$ cat src/hw/sb_pkg.sv
package sb_pkg;

    // ----------------------------------------------------------------------
    // Link geometry
    // ----------------------------------------------------------------------

    // One flit is a single byte on the sideband link
    localparam int sb_flit_bits = 8;

    // Destination, source, opcode and tag make up the header
    localparam int sb_hdr_flits = 4;
    localparam int sb_hdr_cnt_bits = $clog2(sb_hdr_flits);

    // Two peer agents share the endpoint
    localparam int sb_num_ports = 2;
    localparam int sb_port_bits = $clog2(sb_num_ports);

    // Completions carry the header flits plus at most one data flit
    localparam int sb_tx_cnt_bits = $clog2(sb_hdr_flits + 1);

    // Port id this endpoint answers to
    localparam logic [sb_flit_bits-1:0] sb_my_id = 8'h42;

    // Register file size, addressed by the low bits of the address flit
    localparam int sb_reg_depth = 16;
    localparam int sb_addr_bits = $clog2(sb_reg_depth);

    // ----------------------------------------------------------------------
    // Encodings
    // ----------------------------------------------------------------------

    typedef enum logic [7:0] {
        op_reg_read  = 8'h00,
        op_reg_write = 8'h01,
        op_cmp       = 8'h20,
        op_cmpd      = 8'h21,
        op_cmp_ur    = 8'h22
    } sb_opcode_e;

    typedef enum logic [2:0] {
        st_hdr,
        st_addr,
        st_data,
        st_drop,
        st_exec,
        st_send
    } sb_tgt_state_e;

endpackage

$ cat src/hw/sb_completion_tx.sv
`timescale 1ns/100ps

module sb_completion_tx import sb_pkg::*; (
    input  logic                    side_clk,
    input  logic                    side_rst_b,
    input  logic                    cmp_valid,
    input  logic [sb_flit_bits-1:0] cmp_dst,
    input  sb_opcode_e              cmp_opcode,
    input  logic [sb_flit_bits-1:0] cmp_tag,
    input  logic [sb_flit_bits-1:0] cmp_data,
    input  logic                    cmp_has_data,
    output logic                    cmp_ready,
    output logic                    egress_valid,
    output logic [sb_flit_bits-1:0] egress_flit,
    output logic                    egress_eom,
    input  logic                    egress_ready
);

    // Index of the flit currently presented on egress
    logic [sb_tx_cnt_bits-1:0] flit_cnt;

    // Latched copy of the completion being sent
    logic [sb_flit_bits-1:0] tx_dst;
    sb_opcode_e              tx_opcode;
    logic [sb_flit_bits-1:0] tx_tag;
    logic [sb_flit_bits-1:0] tx_data;
    logic                    tx_has_data;

    // Idle while nothing is on egress
    assign cmp_ready = !egress_valid;

    // Data completions end on flit five, the rest on the tag flit
    assign egress_eom = egress_valid &&
                        (flit_cnt == (tx_has_data ? sb_tx_cnt_bits'(sb_hdr_flits)
                                                  : sb_tx_cnt_bits'(sb_hdr_flits - 1)));

    // Completion goes back to the requester, with our id as source
    always_comb begin
        case (flit_cnt)
            3'd0: egress_flit = tx_dst;
            3'd1: egress_flit = sb_my_id;
            3'd2: egress_flit = tx_opcode;
            3'd3: egress_flit = tx_tag;
            default: egress_flit = tx_data;
        endcase
    end

    always_ff @(posedge side_clk or negedge side_rst_b) begin
        if (!side_rst_b) begin
            egress_valid <= 1'b0;
            flit_cnt     <= '0;
        end else if (cmp_valid && cmp_ready) begin
            egress_valid <= 1'b1;
            flit_cnt     <= '0;
        end else if (egress_valid && egress_ready) begin
            if (egress_eom) begin
                egress_valid <= 1'b0;
                flit_cnt     <= '0;
            end else begin
                flit_cnt <= flit_cnt + 1'b1;
            end
        end
    end

    always_ff @(posedge side_clk) begin
        if (cmp_valid && cmp_ready) begin
            tx_dst      <= cmp_dst;
            tx_opcode   <= cmp_opcode;
            tx_tag      <= cmp_tag;
            tx_data     <= cmp_data;
            tx_has_data <= cmp_has_data;
        end
    end

endmodule

$ cat src/hw/sb_endpoint_top.sv
`timescale 1ns/100ps

module sb_endpoint_top import sb_pkg::*; (
    input  logic                                       side_clk,
    input  logic                                       side_rst_b,
    input  logic [sb_num_ports-1:0]                    port_valid,
    input  logic [sb_num_ports-1:0][sb_flit_bits-1:0]  port_flit,
    input  logic [sb_num_ports-1:0]                    port_eom,
    output logic [sb_num_ports-1:0]                    port_ready,
    output logic                                       egress_valid,
    output logic [sb_flit_bits-1:0]                    egress_flit,
    output logic                                       egress_eom,
    input  logic                                       egress_ready
);

    // Arbitrated message stream into the target
    logic                    in_valid;
    logic                    in_ready;
    logic [sb_flit_bits-1:0] in_flit;
    logic                    in_eom;
    // Granted port, watched by the bound checks
    logic [sb_port_bits-1:0] in_port;

    // Header fields from the decoder
    logic                    hdr_valid;
    logic [sb_flit_bits-1:0] dst_id;
    logic [sb_flit_bits-1:0] src_id;
    logic [sb_flit_bits-1:0] opcode;
    logic [sb_flit_bits-1:0] tag;
    logic                    last_byte;

    // Completion hand-over
    logic                    cmp_valid;
    logic                    cmp_ready;
    logic [sb_flit_bits-1:0] cmp_dst;
    sb_opcode_e              cmp_opcode;
    logic [sb_flit_bits-1:0] cmp_tag;
    logic [sb_flit_bits-1:0] cmp_data;
    logic                    cmp_has_data;

    sb_ingress_arbiter sb_ingress_arbiter_inst (
        .side_clk   (side_clk),
        .side_rst_b (side_rst_b),
        .port_valid (port_valid),
        .port_flit  (port_flit),
        .port_eom   (port_eom),
        .port_ready (port_ready),
        .in_valid   (in_valid),
        .in_flit    (in_flit),
        .in_eom     (in_eom),
        .in_port    (in_port),
        .in_ready   (in_ready)
    );

    sb_header_decoder sb_header_decoder_inst (
        .side_clk   (side_clk),
        .side_rst_b (side_rst_b),
        .hdr_valid  (hdr_valid),
        .data       (in_flit),
        .dst_id     (dst_id),
        .src_id     (src_id),
        .opcode     (opcode),
        .tag        (tag),
        .last_byte  (last_byte)
    );

    sb_reg_target sb_reg_target_inst (
        .side_clk     (side_clk),
        .side_rst_b   (side_rst_b),
        .in_valid     (in_valid),
        .in_flit      (in_flit),
        .in_eom       (in_eom),
        .in_ready     (in_ready),
        .hdr_valid    (hdr_valid),
        .dst_id       (dst_id),
        .src_id       (src_id),
        .opcode       (opcode),
        .tag          (tag),
        .last_byte    (last_byte),
        .cmp_valid    (cmp_valid),
        .cmp_ready    (cmp_ready),
        .cmp_dst      (cmp_dst),
        .cmp_opcode   (cmp_opcode),
        .cmp_tag      (cmp_tag),
        .cmp_data     (cmp_data),
        .cmp_has_data (cmp_has_data)
    );

    sb_completion_tx sb_completion_tx_inst (
        .side_clk     (side_clk),
        .side_rst_b   (side_rst_b),
        .cmp_valid    (cmp_valid),
        .cmp_dst      (cmp_dst),
        .cmp_opcode   (cmp_opcode),
        .cmp_tag      (cmp_tag),
        .cmp_data     (cmp_data),
        .cmp_has_data (cmp_has_data),
        .cmp_ready    (cmp_ready),
        .egress_valid (egress_valid),
        .egress_flit  (egress_flit),
        .egress_eom   (egress_eom),
        .egress_ready (egress_ready)
    );

endmodule

$ cat src/hw/sb_header_decoder.sv
`timescale 1ns/100ps

module sb_header_decoder import sb_pkg::*; (
    input  logic                    side_clk,
    input  logic                    side_rst_b,
    input  logic                    hdr_valid,
    input  logic [sb_flit_bits-1:0] data,
    output logic [sb_flit_bits-1:0] dst_id,
    output logic [sb_flit_bits-1:0] src_id,
    output logic [sb_flit_bits-1:0] opcode,
    output logic [sb_flit_bits-1:0] tag,
    output logic                    last_byte
);

    // Position of the next header flit within the header
    logic [sb_hdr_cnt_bits-1:0] byte_count;

    // The fourth flit closes the header, only while it is accepted
    assign last_byte = hdr_valid &&
                       (byte_count == sb_hdr_cnt_bits'(sb_hdr_flits - 1));

    // Counter steps per accepted header flit and wraps after the tag
    always_ff @(posedge side_clk or negedge side_rst_b) begin
        if (!side_rst_b) begin
            byte_count <= '0;
        end else if (last_byte) begin
            byte_count <= '0;
        end else if (hdr_valid) begin
            byte_count <= byte_count + 1'b1;
        end
    end

    // ----------------------------------------------------------------------
    // Field capture
    // ----------------------------------------------------------------------

    // The counter value picks which field takes the flit
    always_ff @(posedge side_clk or negedge side_rst_b) begin
        if (!side_rst_b) begin
            dst_id <= '0;
            src_id <= '0;
            opcode <= '0;
            tag    <= '0;
        end else if (hdr_valid) begin
            case (byte_count)
                2'd0: dst_id <= data;
                2'd1: src_id <= data;
                2'd2: opcode <= data;
                default: tag <= data;
            endcase
        end
    end

endmodule

$ cat src/hw/sb_ingress_arbiter.sv
`timescale 1ns/100ps

module sb_ingress_arbiter import sb_pkg::*; (
    input  logic                                       side_clk,
    input  logic                                       side_rst_b,
    input  logic [sb_num_ports-1:0]                    port_valid,
    input  logic [sb_num_ports-1:0][sb_flit_bits-1:0]  port_flit,
    input  logic [sb_num_ports-1:0]                    port_eom,
    output logic [sb_num_ports-1:0]                    port_ready,
    output logic                                       in_valid,
    output logic [sb_flit_bits-1:0]                    in_flit,
    output logic                                       in_eom,
    output logic [sb_port_bits-1:0]                    in_port,
    input  logic                                       in_ready
);

    // Port that gets first look at the next message boundary
    logic [sb_port_bits-1:0] prio_q;
    // Set between the first and the eom flit of a message
    logic                    msg_open_q;
    // Port that owns the open message
    logic [sb_port_bits-1:0] owner_q;

    logic [sb_port_bits-1:0] idx;
    logic [sb_port_bits-1:0] pick;
    logic                    pick_found;
    logic [sb_port_bits-1:0] grant;
    logic                    grant_live;

    // Search from the favored port onward, walking backwards so that the
    // last hit is the one closest to prio_q
    always_comb begin
        pick = prio_q;
        pick_found = 1'b0;
        idx = prio_q;
        for (int i = sb_num_ports - 1; i >= 0; i--) begin
            idx = sb_port_bits'((int'(prio_q) + i) % sb_num_ports);
            if (port_valid[idx]) begin
                pick = idx;
                pick_found = 1'b1;
            end
        end
    end

    // Once a message is open the owner keeps the link until its eom flit
    assign grant      = msg_open_q ? owner_q : pick;
    assign grant_live = msg_open_q | pick_found;

    assign in_valid = grant_live & port_valid[grant];
    assign in_flit  = port_flit[grant];
    assign in_eom   = port_eom[grant];
    assign in_port  = grant;

    // Ready goes back to the granted port only
    always_comb begin
        port_ready = '0;
        if (grant_live) begin
            port_ready[grant] = in_ready;
        end
    end

    always_ff @(posedge side_clk or negedge side_rst_b) begin
        if (!side_rst_b) begin
            prio_q     <= '0;
            msg_open_q <= 1'b0;
            owner_q    <= '0;
        end else if (in_valid && in_ready) begin
            if (in_eom) begin
                // Message done, the next port in turn is favored
                msg_open_q <= 1'b0;
                prio_q     <= (grant == sb_port_bits'(sb_num_ports - 1)) ? '0 : grant + 1'b1;
            end else begin
                msg_open_q <= 1'b1;
                owner_q    <= grant;
            end
        end
    end

endmodule

$ cat src/hw/sb_reg_target.sv
`timescale 1ns/100ps

module sb_reg_target import sb_pkg::*; (
    input  logic                    side_clk,
    input  logic                    side_rst_b,
    input  logic                    in_valid,
    input  logic [sb_flit_bits-1:0] in_flit,
    input  logic                    in_eom,
    output logic                    in_ready,
    output logic                    hdr_valid,
    input  logic [sb_flit_bits-1:0] dst_id,
    input  logic [sb_flit_bits-1:0] src_id,
    input  logic [sb_flit_bits-1:0] opcode,
    input  logic [sb_flit_bits-1:0] tag,
    input  logic                    last_byte,
    output logic                    cmp_valid,
    input  logic                    cmp_ready,
    output logic [sb_flit_bits-1:0] cmp_dst,
    output sb_opcode_e              cmp_opcode,
    output logic [sb_flit_bits-1:0] cmp_tag,
    output logic [sb_flit_bits-1:0] cmp_data,
    output logic                    cmp_has_data
);

    sb_tgt_state_e state;

    logic [sb_addr_bits-1:0] addr_q;
    logic [sb_flit_bits-1:0] data_q;
    logic [sb_flit_bits-1:0] regs [sb_reg_depth];

    logic for_me;
    logic op_known;
    logic is_write;

    assign for_me   = (dst_id == sb_my_id);
    assign is_write = (opcode == op_reg_write);
    assign op_known = (opcode == op_reg_read) || is_write;

    // Intake runs one flit per cycle until the message has been consumed
    assign in_ready  = (state == st_hdr) || (state == st_addr) ||
                       (state == st_data) || (state == st_drop);
    assign hdr_valid = in_valid && (state == st_hdr);

    // ----------------------------------------------------------------------
    // Message state machine and completion fields
    // ----------------------------------------------------------------------

    always_ff @(posedge side_clk or negedge side_rst_b) begin
        if (!side_rst_b) begin
            state        <= st_hdr;
            cmp_valid    <= 1'b0;
            cmp_dst      <= '0;
            cmp_opcode   <= op_reg_read;
            cmp_tag      <= '0;
            cmp_data     <= '0;
            cmp_has_data <= 1'b0;
        end else begin
            case (state)
                st_hdr: begin
                    // Destination and opcode are both settled by the tag flit
                    if (last_byte) begin
                        state <= (for_me && op_known) ? st_addr : st_drop;
                    end
                end
                st_addr: begin
                    if (in_valid) begin
                        state <= in_eom ? st_exec : st_data;
                    end
                end
                st_data: begin
                    if (in_valid && in_eom) begin
                        state <= st_exec;
                    end
                end
                st_drop: begin
                    // Our own id here means an unsupported opcode
                    if (in_valid && in_eom) begin
                        state <= for_me ? st_exec : st_hdr;
                    end
                end
                st_exec: begin
                    cmp_valid <= 1'b1;
                    cmp_dst   <= src_id;
                    cmp_tag   <= tag;
                    state     <= st_send;
                    if (!op_known) begin
                        cmp_opcode   <= op_cmp_ur;
                        cmp_data     <= '0;
                        cmp_has_data <= 1'b0;
                    end else if (is_write) begin
                        cmp_opcode   <= op_cmp;
                        cmp_data     <= '0;
                        cmp_has_data <= 1'b0;
                    end else begin
                        cmp_opcode   <= op_cmpd;
                        cmp_data     <= regs[addr_q];
                        cmp_has_data <= 1'b1;
                    end
                end
                st_send: begin
                    // Intake stays closed until the transmitter takes it
                    if (cmp_ready) begin
                        cmp_valid <= 1'b0;
                        state     <= st_hdr;
                    end
                end
                default: state <= st_hdr;
            endcase
        end
    end

    // Address and write data captured from the message body
    always_ff @(posedge side_clk) begin
        if (in_valid && (state == st_addr)) begin
            addr_q <= in_flit[sb_addr_bits-1:0];
        end
        if (in_valid && (state == st_data)) begin
            data_q <= in_flit;
        end
    end

    // Register file write happens in the execute cycle
    always_ff @(posedge side_clk) begin
        if ((state == st_exec) && is_write) begin
            regs[addr_q] <= data_q;
        end
    end

endmodule

$ cat config.mk
export PLATFORM = sky130hd
export DESIGN_NAME = sb_endpoint_top
export DESIGN_NICKNAME = d
export VERILOG_FILES = /design/src/hw/sb_pkg.sv /design/src/hw/sb_completion_tx.sv /design/src/hw/sb_endpoint_top.sv /design/src/hw/sb_header_decoder.sv /design/src/hw/sb_ingress_arbiter.sv /design/src/hw/sb_reg_target.sv
export SDC_FILE = /design/constraint.sdc
export NUM_CORES = 1
export LEC_CHECK = 0
export BUFFER_PORTS_ARGS = -buffer_cell sky130_fd_sc_hd__buf_2
export CORE_MARGIN = 8
export CORE_UTILIZATION = 55
export DETAILED_ROUTE_END_ITERATION = 8
export PLACE_DENSITY_LB_ADDON = 0.1
export SLEW_MARGIN = 10
export SYNTH_ARGS = -nofsm -noshare
export SYNTH_HDL_FRONTEND = slang
export SYNTH_SLANG_ARGS = --single-unit
$ cat constraint.sdc
create_clock -name side_clk -period 2.4 [get_ports side_clk]
set_input_delay 0.12 -clock side_clk [delete_from_list [all_inputs] [get_ports side_clk]]
set_output_delay 0.12 -clock side_clk [all_outputs]
set_load 0.05 [all_outputs]
Word level (Yosys, flattened, before mapping)
Memory sizes are Yosys's and may differ from the RTL's. A register that Yosys moved wholly into a read port is not among the register bits.
Cells that the tools add are included.
{"block": "totals", "mem_count": 1, "register_bits": 123, "word_cells": 142, "out_inout_bits": 12, "ramBits": 128, "input_bits": 23}
{"name": "sb_reg_target_inst.regs", "depth": 16, "word_bits": 8, "read_ports": 1, "rd_ports_with_merged_regs": 1, "write_ports": 1, "line": "sb_reg_target.sv:29", "rtl": "logic [sb_flit_bits-1:0] regs [sb_reg_depth];"}
{"block": "classes", "reduce_logical": 35, "n_eq_ne": 19, "n_bitwise": 5, "addsub": 4, "n_lt_le_gt_ge": 4, "mux": 50}
{"cell": "8-bit two-way mux", "n": 5}
{"cell": "3-bit two-way mux", "n": 11}
{"cell": "8-bit one-hot mux with 4 select lines", "n": 1}
{"cell": "1-bit two-way mux", "n": 25}
{"cell": "3-bit one-hot mux with 6 select lines", "n": 1}
{"cell": "2-bit AND reduction", "n": 8}
{"cell": "3-bit by 2-bit equality test with 1-bit output, second input constant", "n": 4}
{"cell": "1-bit logical AND", "n": 12}
{"cell": "8-bit by 1-bit equality test with 1-bit output, second input constant", "n": 1}
{"cell": "8-bit by 7-bit equality test with 1-bit output, second input constant", "n": 1}
{"cell": "8-bit logical NOT", "n": 1}
{"cell": "2-bit two-way mux", "n": 4}
{"cell": "2-bit != test, second input constant", "n": 4}
{"cell": "2-bit nonzero test", "n": 4}
{"cell": "3-bit by 1-bit equality test with 1-bit output, second input constant", "n": 2}
{"cell": "3-bit equality test, second input constant", "n": 2}
{"cell": "3-bit logical NOT", "n": 2}
{"cell": "1-bit by 2-bit < comparator with 1-bit output, second input constant", "n": 3}
{"cell": "5-bit AND reduction", "n": 1}
{"cell": "2-bit equality test, second input constant", "n": 2}
{"cell": "1-bit logical OR", "n": 4}
{"cell": "4-bit two-way mux", "n": 1}
{"cell": "3-bit by 1-bit adder with 3-bit output, second input constant", "n": 1}
{"cell": "3-bit equality test", "n": 1}
{"cell": "other kinds (14)", "n": 16}

Longest topological paths before layout
{"block": "depth", "ltp_word": 13, "depth_mapped": 8, "ltp_nobuf": 7}

By module
A second synthesis with hierarchy kept.
{"block": "unflattened", "cells_unflattened": 563, "area_unflattened_um2": 10037.1}
{"module": "sb_reg_target", "seq_area_each_um2": 5059.9, "area_each_um2": 6774.0, "instances": 1, "cells_each": 349}
{"module": "sb_completion_tx", "seq_area_each_um2": 1091.0, "area_each_um2": 1546.5, "instances": 1, "cells_each": 94}
{"module": "sb_header_decoder", "seq_area_each_um2": 850.8, "area_each_um2": 1327.5, "instances": 1, "cells_each": 82}
{"module": "sb_ingress_arbiter", "seq_area_each_um2": 75.1, "area_each_um2": 389.1, "instances": 1, "cells_each": 38}

Least setup slack after synthesis
OpenSTA, ideal clock, no wires.
{"block": "synth_path", "path_kind": "register to register", "from": "reg sb_completion_tx_inst.egress_valid", "to": "reg sb_completion_tx_inst.flit_cnt[0]", "path_buffers": 0, "synth_period_minus_slack_ps": 2447, "slack_ps": -47, "required_time_ps": 2272, "stages_incl_launch_ff": 5, "setup_ps": 128, "arrival_time_ps": 2319, "cell_sequence": "dfrtp_1 -> nor2b_1 -> a21oi_1 -> nand2_1 -> o21ai_0"}
{"block": "synth_via", "elab_chain_cells": 4, "elab_cells_between_ends": 8, "cone_classes": "3 x mux; 5 x reduce/logical"}
{"item": "from (decl)", "line": "sb_completion_tx.sv:13", "rtl": "output logic egress_valid,"}
{"item": "from (signal assigned)", "line": "sb_completion_tx.sv:50", "rtl": "egress_valid <= 1'b0;"}
{"item": "from (signal assigned)", "line": "sb_completion_tx.sv:53", "rtl": "egress_valid <= 1'b1;"}
{"item": "from (signal assigned)", "line": "sb_completion_tx.sv:57", "rtl": "egress_valid <= 1'b0;"}
{"item": "1-bit logical AND", "line": "sb_completion_tx.sv:33", "rtl": "assign egress_eom = egress_valid &&"}
{"item": "3-bit two-way mux", "line": "sb_completion_tx.sv:56", "rtl": "if (egress_eom) begin"}
{"item": "3-bit two-way mux", "line": "sb_completion_tx.sv:55", "rtl": "end else if (egress_valid && egress_ready) begin"}
{"item": "3-bit two-way mux", "line": "sb_completion_tx.sv:52", "rtl": "end else if (cmp_valid && cmp_ready) begin"}
{"item": "to (signal assigned)", "line": "sb_completion_tx.sv:60", "rtl": "flit_cnt <= flit_cnt + 1'b1;"}
{"item": "to (decl)", "line": "sb_completion_tx.sv:20", "rtl": "logic [sb_tx_cnt_bits-1:0] flit_cnt;"}
Several ways; a longest one is shown, not always the timed one. The select of a mux whose other input is x is not followed.
A chain may end at the register's enable or synchronous reset.

Worst setup path in the final report
{"block": "layout_path", "from": "reg sb_completion_tx_inst.flit_cnt[0]", "to": "out egress_flit[3]"}
{"block": "layout_via", "elab_chain_cells": 2, "elab_cells_between_ends": 5, "cone_classes": "3 x eq/ne; 1 x mux; 1 x reduce/logical"}
{"item": "3-bit by 2-bit equality test with 1-bit output, or another cell as far along", "line": "sb_completion_tx.sv:39", "rtl": "case (flit_cnt)"}
{"item": "8-bit one-hot mux with 4 select lines *", "line": "sb_completion_tx.sv:39"}
{"item": "to (decl)", "line": "sb_endpoint_top.sv:11", "rtl": "output logic [sb_flit_bits-1:0] egress_flit,"}
Every way passes the cells marked *; elsewhere a longest branch is shown, timed or not.

==> summary.md <==
| Metric | Value |
|---|---|
| Outcome | `finished clean` |
| Core Area | `between 15,000 and 20,000 um^2` |
| Synth Area per Inst | `around 15 um^2` |
| Area share of the largest cell type after synthesis | `0.517` |
| Vias in the first global route | `5,407` |
| Syn. warnings | `0` |
| CP Capture Type | `output pin` |
| Worst setup margin | `0.0981 ns` |
| Slew margin rel. | `0.360` |
| Final #Nets | `746` |
| ANT nets after route | `0` |
| Worst setup path category | `flip-flop to output pin` |
| CTS Buffer Depth | `3` |
| DR vias | `5,440` |
| GRT Total Usage | `0.176` |
| VDD IR max | `1.23 mV` |
| Post-synthesis cell type with the largest combined area | `edfxtp_1` |
| Number of enable flip-flop cells after synthesis | `167` |
| Slew @ Worst Pin | `~0.95 ns` |
| Final wirelength | `~19 mm` |
| Worst R2R Path Depth | `7` |
| Routed vias/inst | `between 5 and 6` |
| Area delta synth->final | `16.8%` |
| CP startpoint kind | `flip-flop` |
| Initial antenna violation count | `0` |
| Slew Limit Fails | `0` |
| Min-delay worst type | `input pin to flip-flop` |
| Crit Path Max Fanout | `5` |
| Post-layout minimum cycle time | `between 2 and 2.5 ns` |
| Largest net degree at the start of global routing | `between 40 and 50` |
| DP Worst Slack | `~0.34 ns` |
| Die Area | `around 22,000 um^2` |
| H-tree levels | `1` |
| Final setup skew | `0.0115 ns` |
| ANT cells | `0` |
| Top_reg_cell synth | `edfxtp_1` |
| Fmax | `0.434 GHz` |
| CTS tree | `built` |
| Number of I/O pins | `35` |
| Number of buffers created by CTS | `24` |
| Static leakage | `4.36 nW` |
| Post-Syn Instances | `~630` |
| Initial core utilization | `0.562` |
| Number of DRC markers in iteration 0 | `396` |
| Total Neg Setup Slack | `0 ns` |
| Req. time, crit path | `2.28 ns` |
| Final hold viol count | `0` |
| Die Height | `149 um` |
| Synth top area cells | `edfxtp_1 52%, dfrtp_1 19%, mux4_2 7.4%` |
| WHS | `about 0.054 ns` |
| Global-route wire length before repair | `~30 mm` |
| Clk root buf | `clkbuf_16` |
| Max Cap Viol | `0` |
| Num rows | `48` |
| Final Setup Violations | `0` |
| Seq/Total Area, Yosys | `0.712` |
| Clk pin slew, worst setup/hold paths | `0.06 ns` |
| Post-synthesis register bit count | `approximately 240` |
| Final Util | `0.657` |
| Layout cells sized above 1 | `0.243` |
| Grt ovf | `0` |
| Syn nets | `roughly 670` |
| Crit share post-route | `0.959` |
| Clock latency on the worst-skew pair | `approximately 0.50 ns` |
| Async S/R FF share, synth | `0.296` |
| Port bufs | `34` |
| CTS sink cnt | `about 240` |
| Die W | `around 150 um` |
| Hpwl dp | `between 10 and 15 mm` |
| Drt pass-1 iters | `6` |
| Synth Cell Area | `9690 um^2` |
| Synth unique cells | `52` |
| RSZ-0062 raised after global routing | `no` |
| Pwr dens | `between 1000 and 1500 nW/um^2` |
| Most frequent cells in the layout | `167 x edfxtp_1, 104 x nand2_1, 70 x dfrtp_1, 45 x buf_4` |
| Remaining DRCs | `0` |
| RD Place Congestion | `around 0.85` |
| Commonest non-fill, non-tap cell in the layout | `edfxtp_1` |
| CP arrival | `roughly 2.2 ns` |
| Hold Path Cell Cnt | `4` |
| DR WL/cell | `between 15 and 20 um` |
## synthesized netlist by cell type, drive strengths merged (2+ instances only)
cell / n
buf: 16
nand3b: 2
or2: 2
o31ai: 5
nand4b: 2
nor3: 12
dfxtp: 4
clkbuf: 12
dfrtp: 72
o221ai: 9
nor2b: 8
o21ai: 40
mux4: 32
edfxtp: 167
nand2: 108
mux2: 3
nor2: 31
nor4: 2
nor4b: 3
a222oi: 7
nor3b: 3
ha: 9
a21oi: 15
inv: 22
mux2i: 24
a211oi: 2
nand2b: 5
o22ai: 2
## critical path, stage by stage, from the launching register on
cell and delay (ns):
dfrtp_1 0.41, buf_4 0.16, ha_1 0.23, nor3_2 0.15, nor2_2 0.07, nor2_2 0.20, a222oi_1 0.13, inv_1 0.07
buf_2 0.25
## what timing repair did
action	4_1_cts	5_1_grt
gates resized for setup	6	15
pin swaps	0	3
endpoints found under the setup margin	8	10
gates cloned	0	0
endpoints found under the hold margin	32	0
setup buffers	2	0
hold buffers	5	0
## final timing paths
path / startpoint / end / slack, ns
hold / removal: port_flit[6] / sb_reg_target_inst.data_q[6]$_DFFE_PP_ / 0.05
max in group asynchronous: side_rst_b / sb_header_decoder_inst.tag[0]$_DFFE_PN0P_ / 1.45
setup / recovery: sb_completion_tx_inst.flit_cnt[0]$_DFFE_PN0P_ / egress_flit[3] / 0.1
min in group asynchronous: side_rst_b / sb_ingress_arbiter_inst.prio_q$_DFFE_PN0P_ / 0.17
setup reg to reg: sb_ingress_arbiter_inst.owner_q$_DFFE_PN0P_ / sb_ingress_arbiter_inst.owner_q$_DFFE_PN0P_ / 0.27
hold reg to reg: sb_reg_target_inst.cmp_tag[2]$_DFFE_PN0P_ / sb_completion_tx_inst.tx_tag[2]$_DFFE_PP_ / 0.44
## final cells by class
class                   instances  area (um^2)
flip-flops and latches        243         6900
fillers                      1198         5920
multi-input cells             341         2590
clock buffers                  27          633
repair buffers                 82          574
well taps                     225          282
clock inverters                17          263
inverters                      22         82.6
## registers in the layout, indices dropped and copies added (netlist names), 2 cells and up, named ones only
name and flops:
sb_completion_tx_inst.tx_tag 8, sb_reg_target_inst.cmp_data 8, sb_completion_tx_inst.tx_dst 8, sb_reg_target_inst.cmp_opcode 3, sb_reg_target_inst.cmp_dst 8, sb_reg_target_inst.regs 128, sb_reg_target_inst.cmp_tag 8, sb_header_decoder_inst.dst_id 8
sb_completion_tx_inst.flit_cnt 3, sb_reg_target_inst.addr_q 4, sb_header_decoder_inst.tag 8, sb_header_decoder_inst.src_id 8, sb_header_decoder_inst.opcode 8, sb_header_decoder_inst.byte_count 2, sb_reg_target_inst.data_q 8, sb_completion_tx_inst.tx_data 8
sb_reg_target_inst.state 3, sb_completion_tx_inst.tx_opcode 3
## per-stage QoR
step	std cells	area [um^2]	power [mW]
2_1_floorplan	634	9700	8.46
3_3_place_gp	906	10300	9.38
3_5_place_dp	906	10300	9.52
4_1_cts	957	11300	13.8
5_1_grt	957	11300	14.4
6_report	957	11300	13.8
## layer usage
| metal | track usage | vias to the layer above | wire [um] | share of wire |
|---|---|---|---|---|
| met1 | 0.244 | 2707 | 8480 | 0.44 |
| met3 | 0.0349 | 23 | 1040 | 0.054 |
| met2 | 0.284 | 162 | 9270 | 0.49 |
| met4 | 0.0394 | 0 | 309 | 0.016 |
| li1 | - | 2548 | - | - |
| met5 | 0 | - | 0 | 0 |
## cells by family after synthesis
kind of cell / after synthesis / synth area share
compound gates: 90 / 0.0607
buf+inv: 50 / 0.0258
simple gates: 183 / 0.0875
mux: 59 / 0.103
fa+ha+maj: 9 / 0.0116
flops: 243 / 0.712
## report_power, final
| part | switching [mW] | internal, mW | total (mW) |
|---|---|---|---|
| clock network | 1.51 | 2.65 | 4.16 |
| logic | 2.16 | 1.35 | 3.52 |
| registers | 0.649 | 5.44 | 6.09 |
| total | 4.33 | 9.44 | 13.8 |
No activity file was read; power rests on OpenSTA's default activity.
